### config.mk
export PLATFORM = sky130hd
export DESIGN_NAME = roulette_ctrl
export DESIGN_NICKNAME = d
export VERILOG_FILES = /design/src/source/roulette_pkg.sv /design/src/source/bet_amount_entry.sv /design/src/source/pick_entry.sv /design/src/source/roulette_ctrl.sv /design/src/source/round_sequencer.sv
export VERILOG_INCLUDE_DIRS = /design/src /design/src/source
export SDC_FILE = /design/constraint.sdc
export NUM_CORES = 1
export LEC_CHECK = 0
export BUFFER_PORTS_ARGS = -buffer_cell sky130_fd_sc_hd__buf_2
export CORE_MARGIN = 3
export CORE_UTILIZATION = 45
export DETAILED_ROUTE_END_ITERATION = 12
export GPL_TIMING_DRIVEN = 1
export PLACE_DENSITY = 0.71
export REMOVE_ABC_BUFFERS = 1
export SLEW_MARGIN = 25
export SYNTH_ARGS = -nofsm -noshare
export SYNTH_HDL_FRONTEND = slang
export SYNTH_HIERARCHICAL = 1
export SYNTH_SLANG_ARGS = --single-unit
### constraint.sdc
create_clock -name clk -period 5.1 [get_ports clk]
set_input_delay 0.765 -clock clk [delete_from_list [all_inputs] [get_ports clk]]
set_output_delay 0.765 -clock clk [all_outputs]
set_load 0.02 [all_outputs]
### src/source/roulette_consts.svh
/*
 * Game constants for the roulette controller.
 * Keypad codes, pick limits and field widths, included by the package and RTL.
 */
`ifndef ROULETTE_CONSTS_SVH
`define ROULETTE_CONSTS_SVH

// ------------------------------
// Keypad codes
// ------------------------------
// Digits 0 to 9 come through as their own value
`define ROULETTE_KEY_STAR  10
`define ROULETTE_KEY_HASH  11
`define ROULETTE_MAX_DIGIT 9

// ------------------------------
// Pick limits
// ------------------------------
// Bet count range is 1 to 4
`define ROULETTE_MAX_PICKS 4
// Wheel positions, entered as 1 to 8
`define ROULETTE_NUM_SLOTS 8

// ------------------------------
// Widths
// ------------------------------
`define ROULETTE_MONEY_W 16
`define ROULETTE_KEY_W   4
`define ROULETTE_COUNT_W 3
`define ROULETTE_SLOT_W  3

`endif

### src/source/roulette_pkg.sv
/*
 * Shared types of the roulette controller.
 * Import with a wildcard in the module header.
 */
`default_nettype none

`include "roulette_consts.svh"

package roulette_pkg;

    // Scalar widths with a meaning
    typedef logic [`ROULETTE_KEY_W-1:0]   key_code_t;
    typedef logic [`ROULETTE_MONEY_W-1:0] money_t;
    typedef logic [`ROULETTE_COUNT_W-1:0] pick_count_t;
    typedef logic [`ROULETTE_SLOT_W-1:0]  slot_t;

    // ------------------------------
    // Game states, codes kept from the LCD/piezo decode
    // ------------------------------
    typedef enum logic [3:0] {
        IDLE         = 4'd0,
        BET_MONEY    = 4'd1,
        BET_SELECT   = 4'd2,
        NUMBER_INPUT = 4'd3,
        START_SPIN   = 4'd4,
        SLOW_DOWN    = 4'd5,
        STOP_RESULT  = 4'd6,
        WIN_DISPLAY  = 4'd7,
        LOSE_DISPLAY = 4'd8,
        UPDATE_MONEY = 4'd9,
        CHECK_MONEY  = 4'd10,
        NEXT_STAGE   = 4'd11,
        GAME_OVER    = 4'd12,
        GAME_CLEAR   = 4'd13
    } game_state_e;

    // ------------------------------
    // Control bundles
    // ------------------------------
    // Sequencer to bet amount unit
    typedef struct packed {
        logic load_digit;
        logic clear;
    } bet_ctl_t;

    // Sequencer to pick unit
    typedef struct packed {
        logic load_count;
        logic clear_count;
        logic load_number;
        logic clear_numbers;
        logic round_clear;
    } pick_ctl_t;

    // Chosen wheel positions, zero-based
    typedef struct packed {
        slot_t slot0;
        slot_t slot1;
        slot_t slot2;
        slot_t slot3;
    } picks_t;

    // One-cycle strobes to the outside blocks
    typedef struct packed {
        logic clear_input;
        logic start_spin;
        logic update_money_req;
        logic reset_round;
        logic game_reset;
    } round_pulses_t;

endpackage

`default_nettype wire

### src/source/bet_amount_entry.sv
/*
 * Bet amount entry.
 * Builds a decimal amount from digit keys and checks it against the balance.
 */
`timescale 1ns/1ps
`include "roulette_consts.svh"
`default_nettype none

module bet_amount_entry
    import roulette_pkg::*;
(
    input  wire              clk,
    input  wire              rst,
    input  wire bet_ctl_t    ctl,
    input  wire key_code_t   digit,
    input  wire money_t      current_money,
    input  wire              round_clear,
    output money_t           bet_amount,
    output logic             bet_ok
);

    money_t next_amount;

    // ------------------------------
    // Decimal accumulate
    // ------------------------------
    // Shift one decimal place and add, wraps at 16 bits
    always_comb begin
        next_amount = bet_amount * money_t'(10);
        next_amount = next_amount + money_t'(digit);
    end

    always_ff @(posedge clk or posedge rst) begin
        if (rst) begin
            bet_amount <= '0;
        end else if (round_clear || ctl.clear) begin
            // '#', rejected '*' or a new round
            bet_amount <= '0;
        end else if (ctl.load_digit) begin
            bet_amount <= next_amount;
        end
    end

    // ------------------------------
    // Balance check
    // ------------------------------
    // Zero bets are never accepted
    assign bet_ok = (bet_amount != '0) && (bet_amount <= current_money);

    // Sequencer only loads real digit keys
    a_digit_range: assert property (
        @(posedge clk) disable iff (rst)
        ctl.load_digit |-> (digit <= key_code_t'(`ROULETTE_MAX_DIGIT))
    ) else $error("bet_amount_entry: load_digit with a non-digit key");

endmodule

`default_nettype wire

### src/source/pick_entry.sv
/*
 * Bet count and number entry.
 * Holds how many numbers are bet on and the zero-based wheel slots chosen.
 */
`timescale 1ns/1ps
`include "roulette_consts.svh"
`default_nettype none

module pick_entry
    import roulette_pkg::*;
(
    input  wire              clk,
    input  wire              rst,
    input  wire pick_ctl_t   ctl,
    input  wire key_code_t   digit,
    output pick_count_t      bet_count,
    output picks_t           picks,
    output logic             count_ok,
    output logic             picks_ok
);

    // Numbers entered so far this round
    pick_count_t entered;
    logic        count_key;
    logic        number_key;
    slot_t       new_slot;

    // ------------------------------
    // Key range checks
    // ------------------------------
    // Count keys 1 to 4
    assign count_key = (digit >= key_code_t'(1)) &&
                       (digit <= key_code_t'(`ROULETTE_MAX_PICKS));

    // Number keys 1 to 8, only while slots remain
    assign number_key = (digit >= key_code_t'(1)) &&
                        (digit <= key_code_t'(`ROULETTE_NUM_SLOTS)) &&
                        (entered < bet_count);

    // Keypad is one-based, wheel is zero-based
    assign new_slot = slot_t'(digit - key_code_t'(1));

    // ------------------------------
    // Bet count register
    // ------------------------------
    always_ff @(posedge clk or posedge rst) begin
        if (rst) begin
            bet_count <= '0;
        end else if (ctl.round_clear || ctl.clear_count) begin
            bet_count <= '0;
        end else if (ctl.load_count && count_key) begin
            bet_count <= pick_count_t'(digit);
        end
    end

    // ------------------------------
    // Number slots and entry counter
    // ------------------------------
    always_ff @(posedge clk or posedge rst) begin
        if (rst) begin
            entered <= '0;
            picks   <= '0;
        end else if (ctl.round_clear || ctl.clear_numbers) begin
            entered <= '0;
            picks   <= '0;
        end else if (ctl.load_number && number_key) begin
            // Fill slots in key order
            case (entered)
                3'd0: picks.slot0 <= new_slot;
                3'd1: picks.slot1 <= new_slot;
                3'd2: picks.slot2 <= new_slot;
                3'd3: picks.slot3 <= new_slot;
                default: ;
            endcase
            entered <= entered + pick_count_t'(1);
        end
    end

    // ------------------------------
    // Status back to the sequencer
    // ------------------------------
    assign count_ok = (bet_count >= pick_count_t'(1)) &&
                      (bet_count <= pick_count_t'(`ROULETTE_MAX_PICKS));

    // All chosen numbers are in
    assign picks_ok = (entered == bet_count) && (bet_count != '0);

    // Counter stays within the chosen count across all entry steps
    a_entered_le_count: assert property (
        @(posedge clk) disable iff (rst)
        entered <= bet_count
    ) else $error("pick_entry: entered count above bet_count");

endmodule

`default_nettype wire

### src/source/roulette_ctrl.sv
/*
 * Top level of the roulette game controller.
 * Connects the round sequencer to the bet amount and pick entry units.
 */
`timescale 1ns/1ps
`default_nettype none

module roulette_ctrl
    import roulette_pkg::*;
(
    input  wire              clk,
    input  wire              rst,
    // Keypad strobe
    input  wire              key_valid,
    input  wire key_code_t   key_value,
    // Spinner, hit check and money manager flags
    input  wire              spin_done,
    input  wire              win_flag,
    input  wire              money_zero,
    input  wire              money_10000,
    input  wire money_t      current_money,
    // Game status
    output game_state_e      state,
    output pick_count_t      bet_count,
    output money_t           bet_amount,
    output picks_t           picks,
    output round_pulses_t    pulses
);

    bet_ctl_t  bet_ctl;
    pick_ctl_t pick_ctl;
    logic      bet_ok;
    logic      count_ok;
    logic      picks_ok;

    // ------------------------------
    // Game FSM
    // ------------------------------
    round_sequencer i_round_sequencer (
        .clk         (clk),
        .rst         (rst),
        .key_valid   (key_valid),
        .key_value   (key_value),
        .spin_done   (spin_done),
        .win_flag    (win_flag),
        .money_zero  (money_zero),
        .money_10000 (money_10000),
        .bet_ok      (bet_ok),
        .count_ok    (count_ok),
        .picks_ok    (picks_ok),
        .state       (state),
        .bet_ctl     (bet_ctl),
        .pick_ctl    (pick_ctl),
        .pulses      (pulses)
    );

    // Amount unit shares the round clear with the pick unit
    bet_amount_entry i_bet_amount_entry (
        .clk           (clk),
        .rst           (rst),
        .ctl           (bet_ctl),
        .digit         (key_value),
        .current_money (current_money),
        .round_clear   (pick_ctl.round_clear),
        .bet_amount    (bet_amount),
        .bet_ok        (bet_ok)
    );

    pick_entry i_pick_entry (
        .clk       (clk),
        .rst       (rst),
        .ctl       (pick_ctl),
        .digit     (key_value),
        .bet_count (bet_count),
        .picks     (picks),
        .count_ok  (count_ok),
        .picks_ok  (picks_ok)
    );

endmodule

`default_nettype wire

### src/source/round_sequencer.sv
/*
 * Round sequencer of the roulette controller.
 * Classifies keys, steps the game FSM and issues entry commands and pulses.
 */
`timescale 1ns/1ps
`include "roulette_consts.svh"
`default_nettype none

module round_sequencer
    import roulette_pkg::*;
(
    input  wire              clk,
    input  wire              rst,
    input  wire              key_valid,
    input  wire key_code_t   key_value,
    input  wire              spin_done,
    input  wire              win_flag,
    input  wire              money_zero,
    input  wire              money_10000,
    input  wire              bet_ok,
    input  wire              count_ok,
    input  wire              picks_ok,
    output game_state_e      state,
    output bet_ctl_t         bet_ctl,
    output pick_ctl_t        pick_ctl,
    output round_pulses_t    pulses
);

    game_state_e state_next;

    logic is_digit;
    logic is_star;
    logic is_hash;
    logic in_entry;
    logic star_reject;
    logic entry_clear;
    logic round_clear;
    logic new_game;
    logic [4:0] pulse_bits;

    // ------------------------------
    // Key classification
    // ------------------------------
    assign is_digit = key_valid && (key_value <= key_code_t'(`ROULETTE_MAX_DIGIT));
    assign is_star  = key_valid && (key_value == key_code_t'(`ROULETTE_KEY_STAR));
    assign is_hash  = key_valid && (key_value == key_code_t'(`ROULETTE_KEY_HASH));

    // States that take keypad entry
    assign in_entry = (state == BET_MONEY) || (state == BET_SELECT) ||
                      (state == NUMBER_INPUT);

    // Confirm with bad data in the current entry step
    assign star_reject = is_star && (((state == BET_MONEY) && !bet_ok) ||
                                     ((state == BET_SELECT) && !count_ok) ||
                                     ((state == NUMBER_INPUT) && !picks_ok));

    assign entry_clear = (is_hash && in_entry) || star_reject;

    // '*' leaving an end-of-round state starts a fresh round
    assign round_clear = is_star && ((state == IDLE) || (state == NEXT_STAGE) ||
                                     (state == GAME_OVER) || (state == GAME_CLEAR));

    // Full game restart, balance included
    assign new_game = is_star && ((state == IDLE) || (state == GAME_OVER) ||
                                  (state == GAME_CLEAR));

    // ------------------------------
    // Entry commands
    // ------------------------------
    always_comb begin
        bet_ctl.load_digit      = is_digit && (state == BET_MONEY);
        bet_ctl.clear           = entry_clear && (state == BET_MONEY);
        pick_ctl.load_count     = is_digit && (state == BET_SELECT);
        pick_ctl.clear_count    = entry_clear && (state == BET_SELECT);
        pick_ctl.load_number    = is_digit && (state == NUMBER_INPUT);
        pick_ctl.clear_numbers  = entry_clear && (state == NUMBER_INPUT);
        pick_ctl.round_clear    = round_clear;
    end

    // ------------------------------
    // Next state
    // ------------------------------
    always_comb begin
        state_next = state;
        case (state)
            IDLE, NEXT_STAGE: if (is_star) state_next = BET_MONEY;
            BET_MONEY:    if (is_star && bet_ok) state_next = BET_SELECT;
            BET_SELECT:   if (is_star && count_ok) state_next = NUMBER_INPUT;
            NUMBER_INPUT: if (is_star && picks_ok) state_next = START_SPIN;
            START_SPIN:   state_next = SLOW_DOWN;
            // Wait on the spinner
            SLOW_DOWN:    if (spin_done) state_next = STOP_RESULT;
            STOP_RESULT:  state_next = win_flag ? WIN_DISPLAY : LOSE_DISPLAY;
            WIN_DISPLAY, LOSE_DISPLAY: state_next = UPDATE_MONEY;
            UPDATE_MONEY: state_next = CHECK_MONEY;
            CHECK_MONEY: begin
                // Empty balance wins over the clear target
                if (money_zero) begin
                    state_next = GAME_OVER;
                end else if (money_10000) begin
                    state_next = GAME_CLEAR;
                end else begin
                    state_next = NEXT_STAGE;
                end
            end
            GAME_OVER, GAME_CLEAR: if (is_star) state_next = IDLE;
            default: state_next = IDLE;
        endcase
    end

    // ------------------------------
    // State and pulse registers
    // ------------------------------
    always_ff @(posedge clk or posedge rst) begin
        if (rst) begin
            state  <= IDLE;
            pulses <= '0;
        end else begin
            state                   <= state_next;
            pulses.clear_input      <= entry_clear;
            // High in the first SLOW_DOWN cycle
            pulses.start_spin       <= (state == START_SPIN);
            // High during UPDATE_MONEY
            pulses.update_money_req <= (state == WIN_DISPLAY) || (state == LOSE_DISPLAY);
            pulses.reset_round      <= round_clear;
            pulses.game_reset       <= new_game;
        end
    end

    assign pulse_bits = pulses;

    // Spin start and money update belong to different round phases
    a_spin_update_excl: assert property (
        @(posedge clk) disable iff (rst)
        !(pulses.start_spin && pulses.update_money_req)
    ) else $error("round_sequencer: start_spin and update_money_req together");

    // Every strobe drops after one cycle
    a_pulse_one_cycle: assert property (
        @(posedge clk) disable iff (rst)
        (pulse_bits & $past(pulse_bits)) == 5'b0
    ) else $error("round_sequencer: pulse held for two cycles");

endmodule

`default_nettype wire

### Yosys cells after proc, flatten, opt, wreduce, memory -nomap -nowiden

Index checks and enable logic that the tools add are counted.

* register bits: 43
* output and inout port bits: 40

* add/subtract/negate cells: 3
* equal/unequal tests: 25
* muxes and demuxes: 22
* magnitude comparators: 8
* reductions and logical operators: 63
* multipliers: 1

Operators with widths (number)
* case mux 4 bit (11 select lines): 1
* == test 4 bit (second input constant): 8
* 2-to-1 mux 16 bit: 2
* 2-to-1 mux 4 bit: 8
* logical AND 1 bit: 27
* 2-to-1 mux 3 bit: 9
* 2-to-1 mux 12 bit: 2
* adder 16 x 4 -> 16 bit: 1
* == test 4 x 3 -> 1 bit (second input constant): 4
* <= comparator 16 bit: 1
* multiplier 16 x 3 -> 15 bit (second input constant): 1
* nonzero test 16 bit: 1
* logical OR 1 bit: 14
* nonzero test 2 bit: 7
* == test 4 x 2 -> 1 bit (second input constant): 2
* <= comparator 4 bit (second input constant): 2
* != test 2 bit (second input constant): 4
* AND reduction 2 bit: 4
* == test 3 x 2 -> 1 bit (second input constant): 2
* AND reduction 6 bit: 1
* OR reduction 2 bit: 3
* == test 4 x 1 -> 1 bit (second input constant): 1
* >= comparator 4 x 1 -> 1 bit (second input constant): 1
* <= comparator 4 x 3 -> 1 bit (second input constant): 1
* 12 further kinds: 15

### Logic depth before layout (Yosys ltp)

* depth in word-level cells: 12
* mapped depth: 19
* depth with buffers taken out: 19

### Hierarchy

Netlist, hierarchy kept.

By module, submodules not included
* bet_amount_entry: area each 2055.7 um2, times used 1, cells each 241
* pick_entry: area each 1058.5 um2, times used 1, cells each 102
* round_sequencer: area each 678.2 um2, times used 1, cells each 86

### Worst setup path before layout

Ideal clock, no wire load.

* kind: in2reg
* start point: input port current_money[9]
* end point: register i_bet_amount_entry.bet_amount[12]
* stages: 17
* data arrival time: 3.511 ns
* setup slack: 1.506 ns
* path buffers: 1
* library setup time: 0.083 ns
* cells stage by stage: inv_1 ha_1 a21o_1 a21o_1 a21oi_1 o21ai_0 a31oi_1 o221a_2 nor3b_2 o21a_1 nor3_1 a211o_1 nor2_1 nor3_1 clkbuf_1 nand2_1 o21ai_0

RTL lines
* start: declaration: RTL line roulette_ctrl.sv:21 `input wire money_t current_money,`
* end signal: assignment: RTL line bet_amount_entry.sv:40 `bet_amount <= next_amount;`
* end: declaration: RTL line bet_amount_entry.sv:18 `output money_t bet_amount,`

==> qor.yml <==
run_status:
  run_status: "finished clean"
clock_network:
  cts_max_level: 2
  clkSinkCount: 43
  cts_tree: "built"
  root_buffer: "clkbuf_8"
  cts_buffers: 5
  clock_path_buffers: 2
  cts_setup_buffers: 0
  cts-hold-fix-buffers: 0
  clock_latency_ns: 0.29
  post_cts_resize_count: 0
  path_clk_slew_ns: 0.08
cells_and_area:
  final_core_util_pct: 53.7
  drive_above_1_share_pct: 19.6
  num_antenna_cells: 0
  syn_to_final_growth_pct: 12.8
  nNetsFinal: 571
  final_cells: 593
grt:
  grt_overflow_total: 0
  grt_usage_pct: 19.3
  grt_start_max_net_pins: 23
  grt_pass1_wl_um: 15600
  grt_pass1_vias: 3286
  grt_antenna_before_repair: 0
place:
  placedCellCount: 585
  hpwl_um: 7290
  io_buffers: 66
  pre_cts_ws_ns: 0.816
  gp_congestion: 0.906
timing:
  hold_slack_ns: 0.439
  hold_viol: 0
  grt_setup_unrepaired: "false"
  tightest_slew_ns: 0.781
  max_freq_mhz: 252
  drv_slew: 0
  fin_worst_skew_ns: 0.0122
  fin_ws_ns: 1.14
  finalSetupViolations: 0
  min_period_ns: 3.96
  setup_tns_ns: 0
  finalCritPeriodShare_pct: 77.7
  slew_headroom_pct: 47.8
drt:
  initialDrtViolationCount: 170
  first_pass_iters: 4
  wirelength_um: 9080
  ant_nets: 0
  drc: 0
  wl_per_cell_um: 15.3
  num_vias: 3324
  avgViaCountPerCell: 5.61
floorplanning:
  die_h_um: 97.8
  io-pin-count: 67
  start_util_pct: 47.6
  coreArea_um2: 7970
  std_cell_rows: 32
  die-width_um: 97.8
  dieArea_um2: 9560
logic_synthesis:
  syn_area_per_cell_um2: 8.84
  synth_most_common_cell: "ha_1"
  syn_inst: 429
  async_flop_share_pct: 100
  netlist_area_um2: 3790
  synth_edf_count: 0
  synth_common_cells: "ha_1 (52), nand2_1 (48), dfrtp_1 (43)"
  ys_top_cells_by_area: "dfrtp_1 (28%), ha_1 (17%), nand2_1 (4.8%)"
  post-synth-top-area-cell: "dfrtp_1"
  synth_top_area_share_pct: 28.4
  synth_flop_cell: "dfrtp_1"
  yosysSeqAreaShare_pct: 28.4
  ys_types: 71
  synth_warnings: 6
  ys_ff_latch: 43
critical_path:
  startpoint_type: "input pin"
  path_class: "input pin to flop"
  cp.required_ns: 5.30
  cp_max_fo: 14
  setup.worst_path.end_class: "flop"
  worstPathArrival_ns: 4.17
hold_path:
  hold_class: "input pin to async pin"
power_and_ir_drop:
  p_per_area_nw_per_um2: 576
  peakVddDrop_uv: 213
  power_leakage_nw: 2.25
job:
  cap_violations: 0
[routing by layer]
metal / vias up / track usage, % / part of all wire, %
met2: 58 / 32.8 / 48
met5: - / 0 / 0
met4: 0 / 5.11 / 0.98
li1: 1676 / - / -
met3: 7 / 2.07 / 3.2
met1: 1583 / 26.2 / 47
[worst max-delay path: stages]
cell and delay (ns):
buf_2 0.08, inv_1 0.04, ha_1 0.29, nor2b_1 0.13, o21ai_0 0.16, nand2b_1 0.07, a21oi_1 0.15, o21ai_0 0.11
a31oi_1 0.18, o221a_2 0.24, nor3b_2 0.05, o21a_1 0.25, nor3_1 0.18, a211o_1 0.17, nor2_1 0.08, nor2_1 0.61
o21ai_0 0.37, mux2i_1 0.23
[placed cells by master, fill, tap and decap left out, types with 11 or more instances in the layout]
cell     count
mux2i_1     16
inv_1       34
xnor2_1     14
a21oi_1     16
buf_2       66
ha_1        52
nor2_1      28
dfrtp_1     43
nand2_1     48
nand4_1     11
a21o_1      11
o21ai_0     29
[flip-flops by register name, summed over array words and instances, names as in the netlist]
register                       flops
i_bet_amount_entry/bet_amount     16
i_pick_entry/bet_count             3
i_pick_entry/entered               3
i_pick_entry/picks                12
i_round_sequencer/pulses           5
i_round_sequencer/state            4
[per-stage QoR]
stage / total power, mW / cell area [µm²]
6_report: 2.47 / 4280
5_1_grt: 2.72 / 4280
4_1_cts: 2.47 / 4280
3_5_place_dp: 2.26 / 4190
3_3_place_gp: 2.20 / 4190
2_1_floorplan: 1.83 / 3730
[worst paths after layout]
check                                        endpoint  cells past startpoint  slack, ns                             start
setup / recovery                i_pick_entry/picks[2]                     18       1.14                  current_money[1]
hold / removal             i_round_sequencer/state[2]                      2       0.44                               rst
setup reg to reg                i_pick_entry/picks[2]                     16       1.14  i_bet_amount_entry/bet_amount[1]
hold reg to reg                 i_pick_entry/picks[0]                      2       0.53             i_pick_entry/picks[0]
max in group asynchronous      i_pick_entry/picks[11]                      2       4.01                               rst
min in group clk                i_pick_entry/picks[0]                      2       0.53             i_pick_entry/picks[0]
[final cells by class]
cell class                      instances  area (µm²)
Tap cell                              102         128
Clock inverter                          2        12.5
Sequential cell                        43        1080
Fill cell                             747        3690
Inverter                               34         128
Clock buffer                            6        72.6
Timing Repair Buffer                   67         338
Multi-Input combinational cell        339        2520
[cells by family (layout without fill, tap and decap cells)]
family,count (synthesis),count (layout),synth area share (%)
and+or+nand+nor,150,150,21.3
muxes,18,18,4.88
AOI/OAI and AO/OA,97,97,17.5
buffers and inverters,47,109,5.08
DFF,43,43,28.4
xor gates and xnor gates,20,20,4.62
adders and majority gates,54,54,18.2
[where the power goes]
| part | internal, mW | total, mW | switching [mW] |
|---|---|---|---|
| clock | 0.0958 | 0.210 | 0.114 |
| combinational | 0.683 | 1.59 | 0.902 |
| sequential | 0.446 | 0.671 | 0.225 |
| total | 1.22 | 2.47 | 1.24 |
No activity file was read; power rests on OpenSTA's default activity.
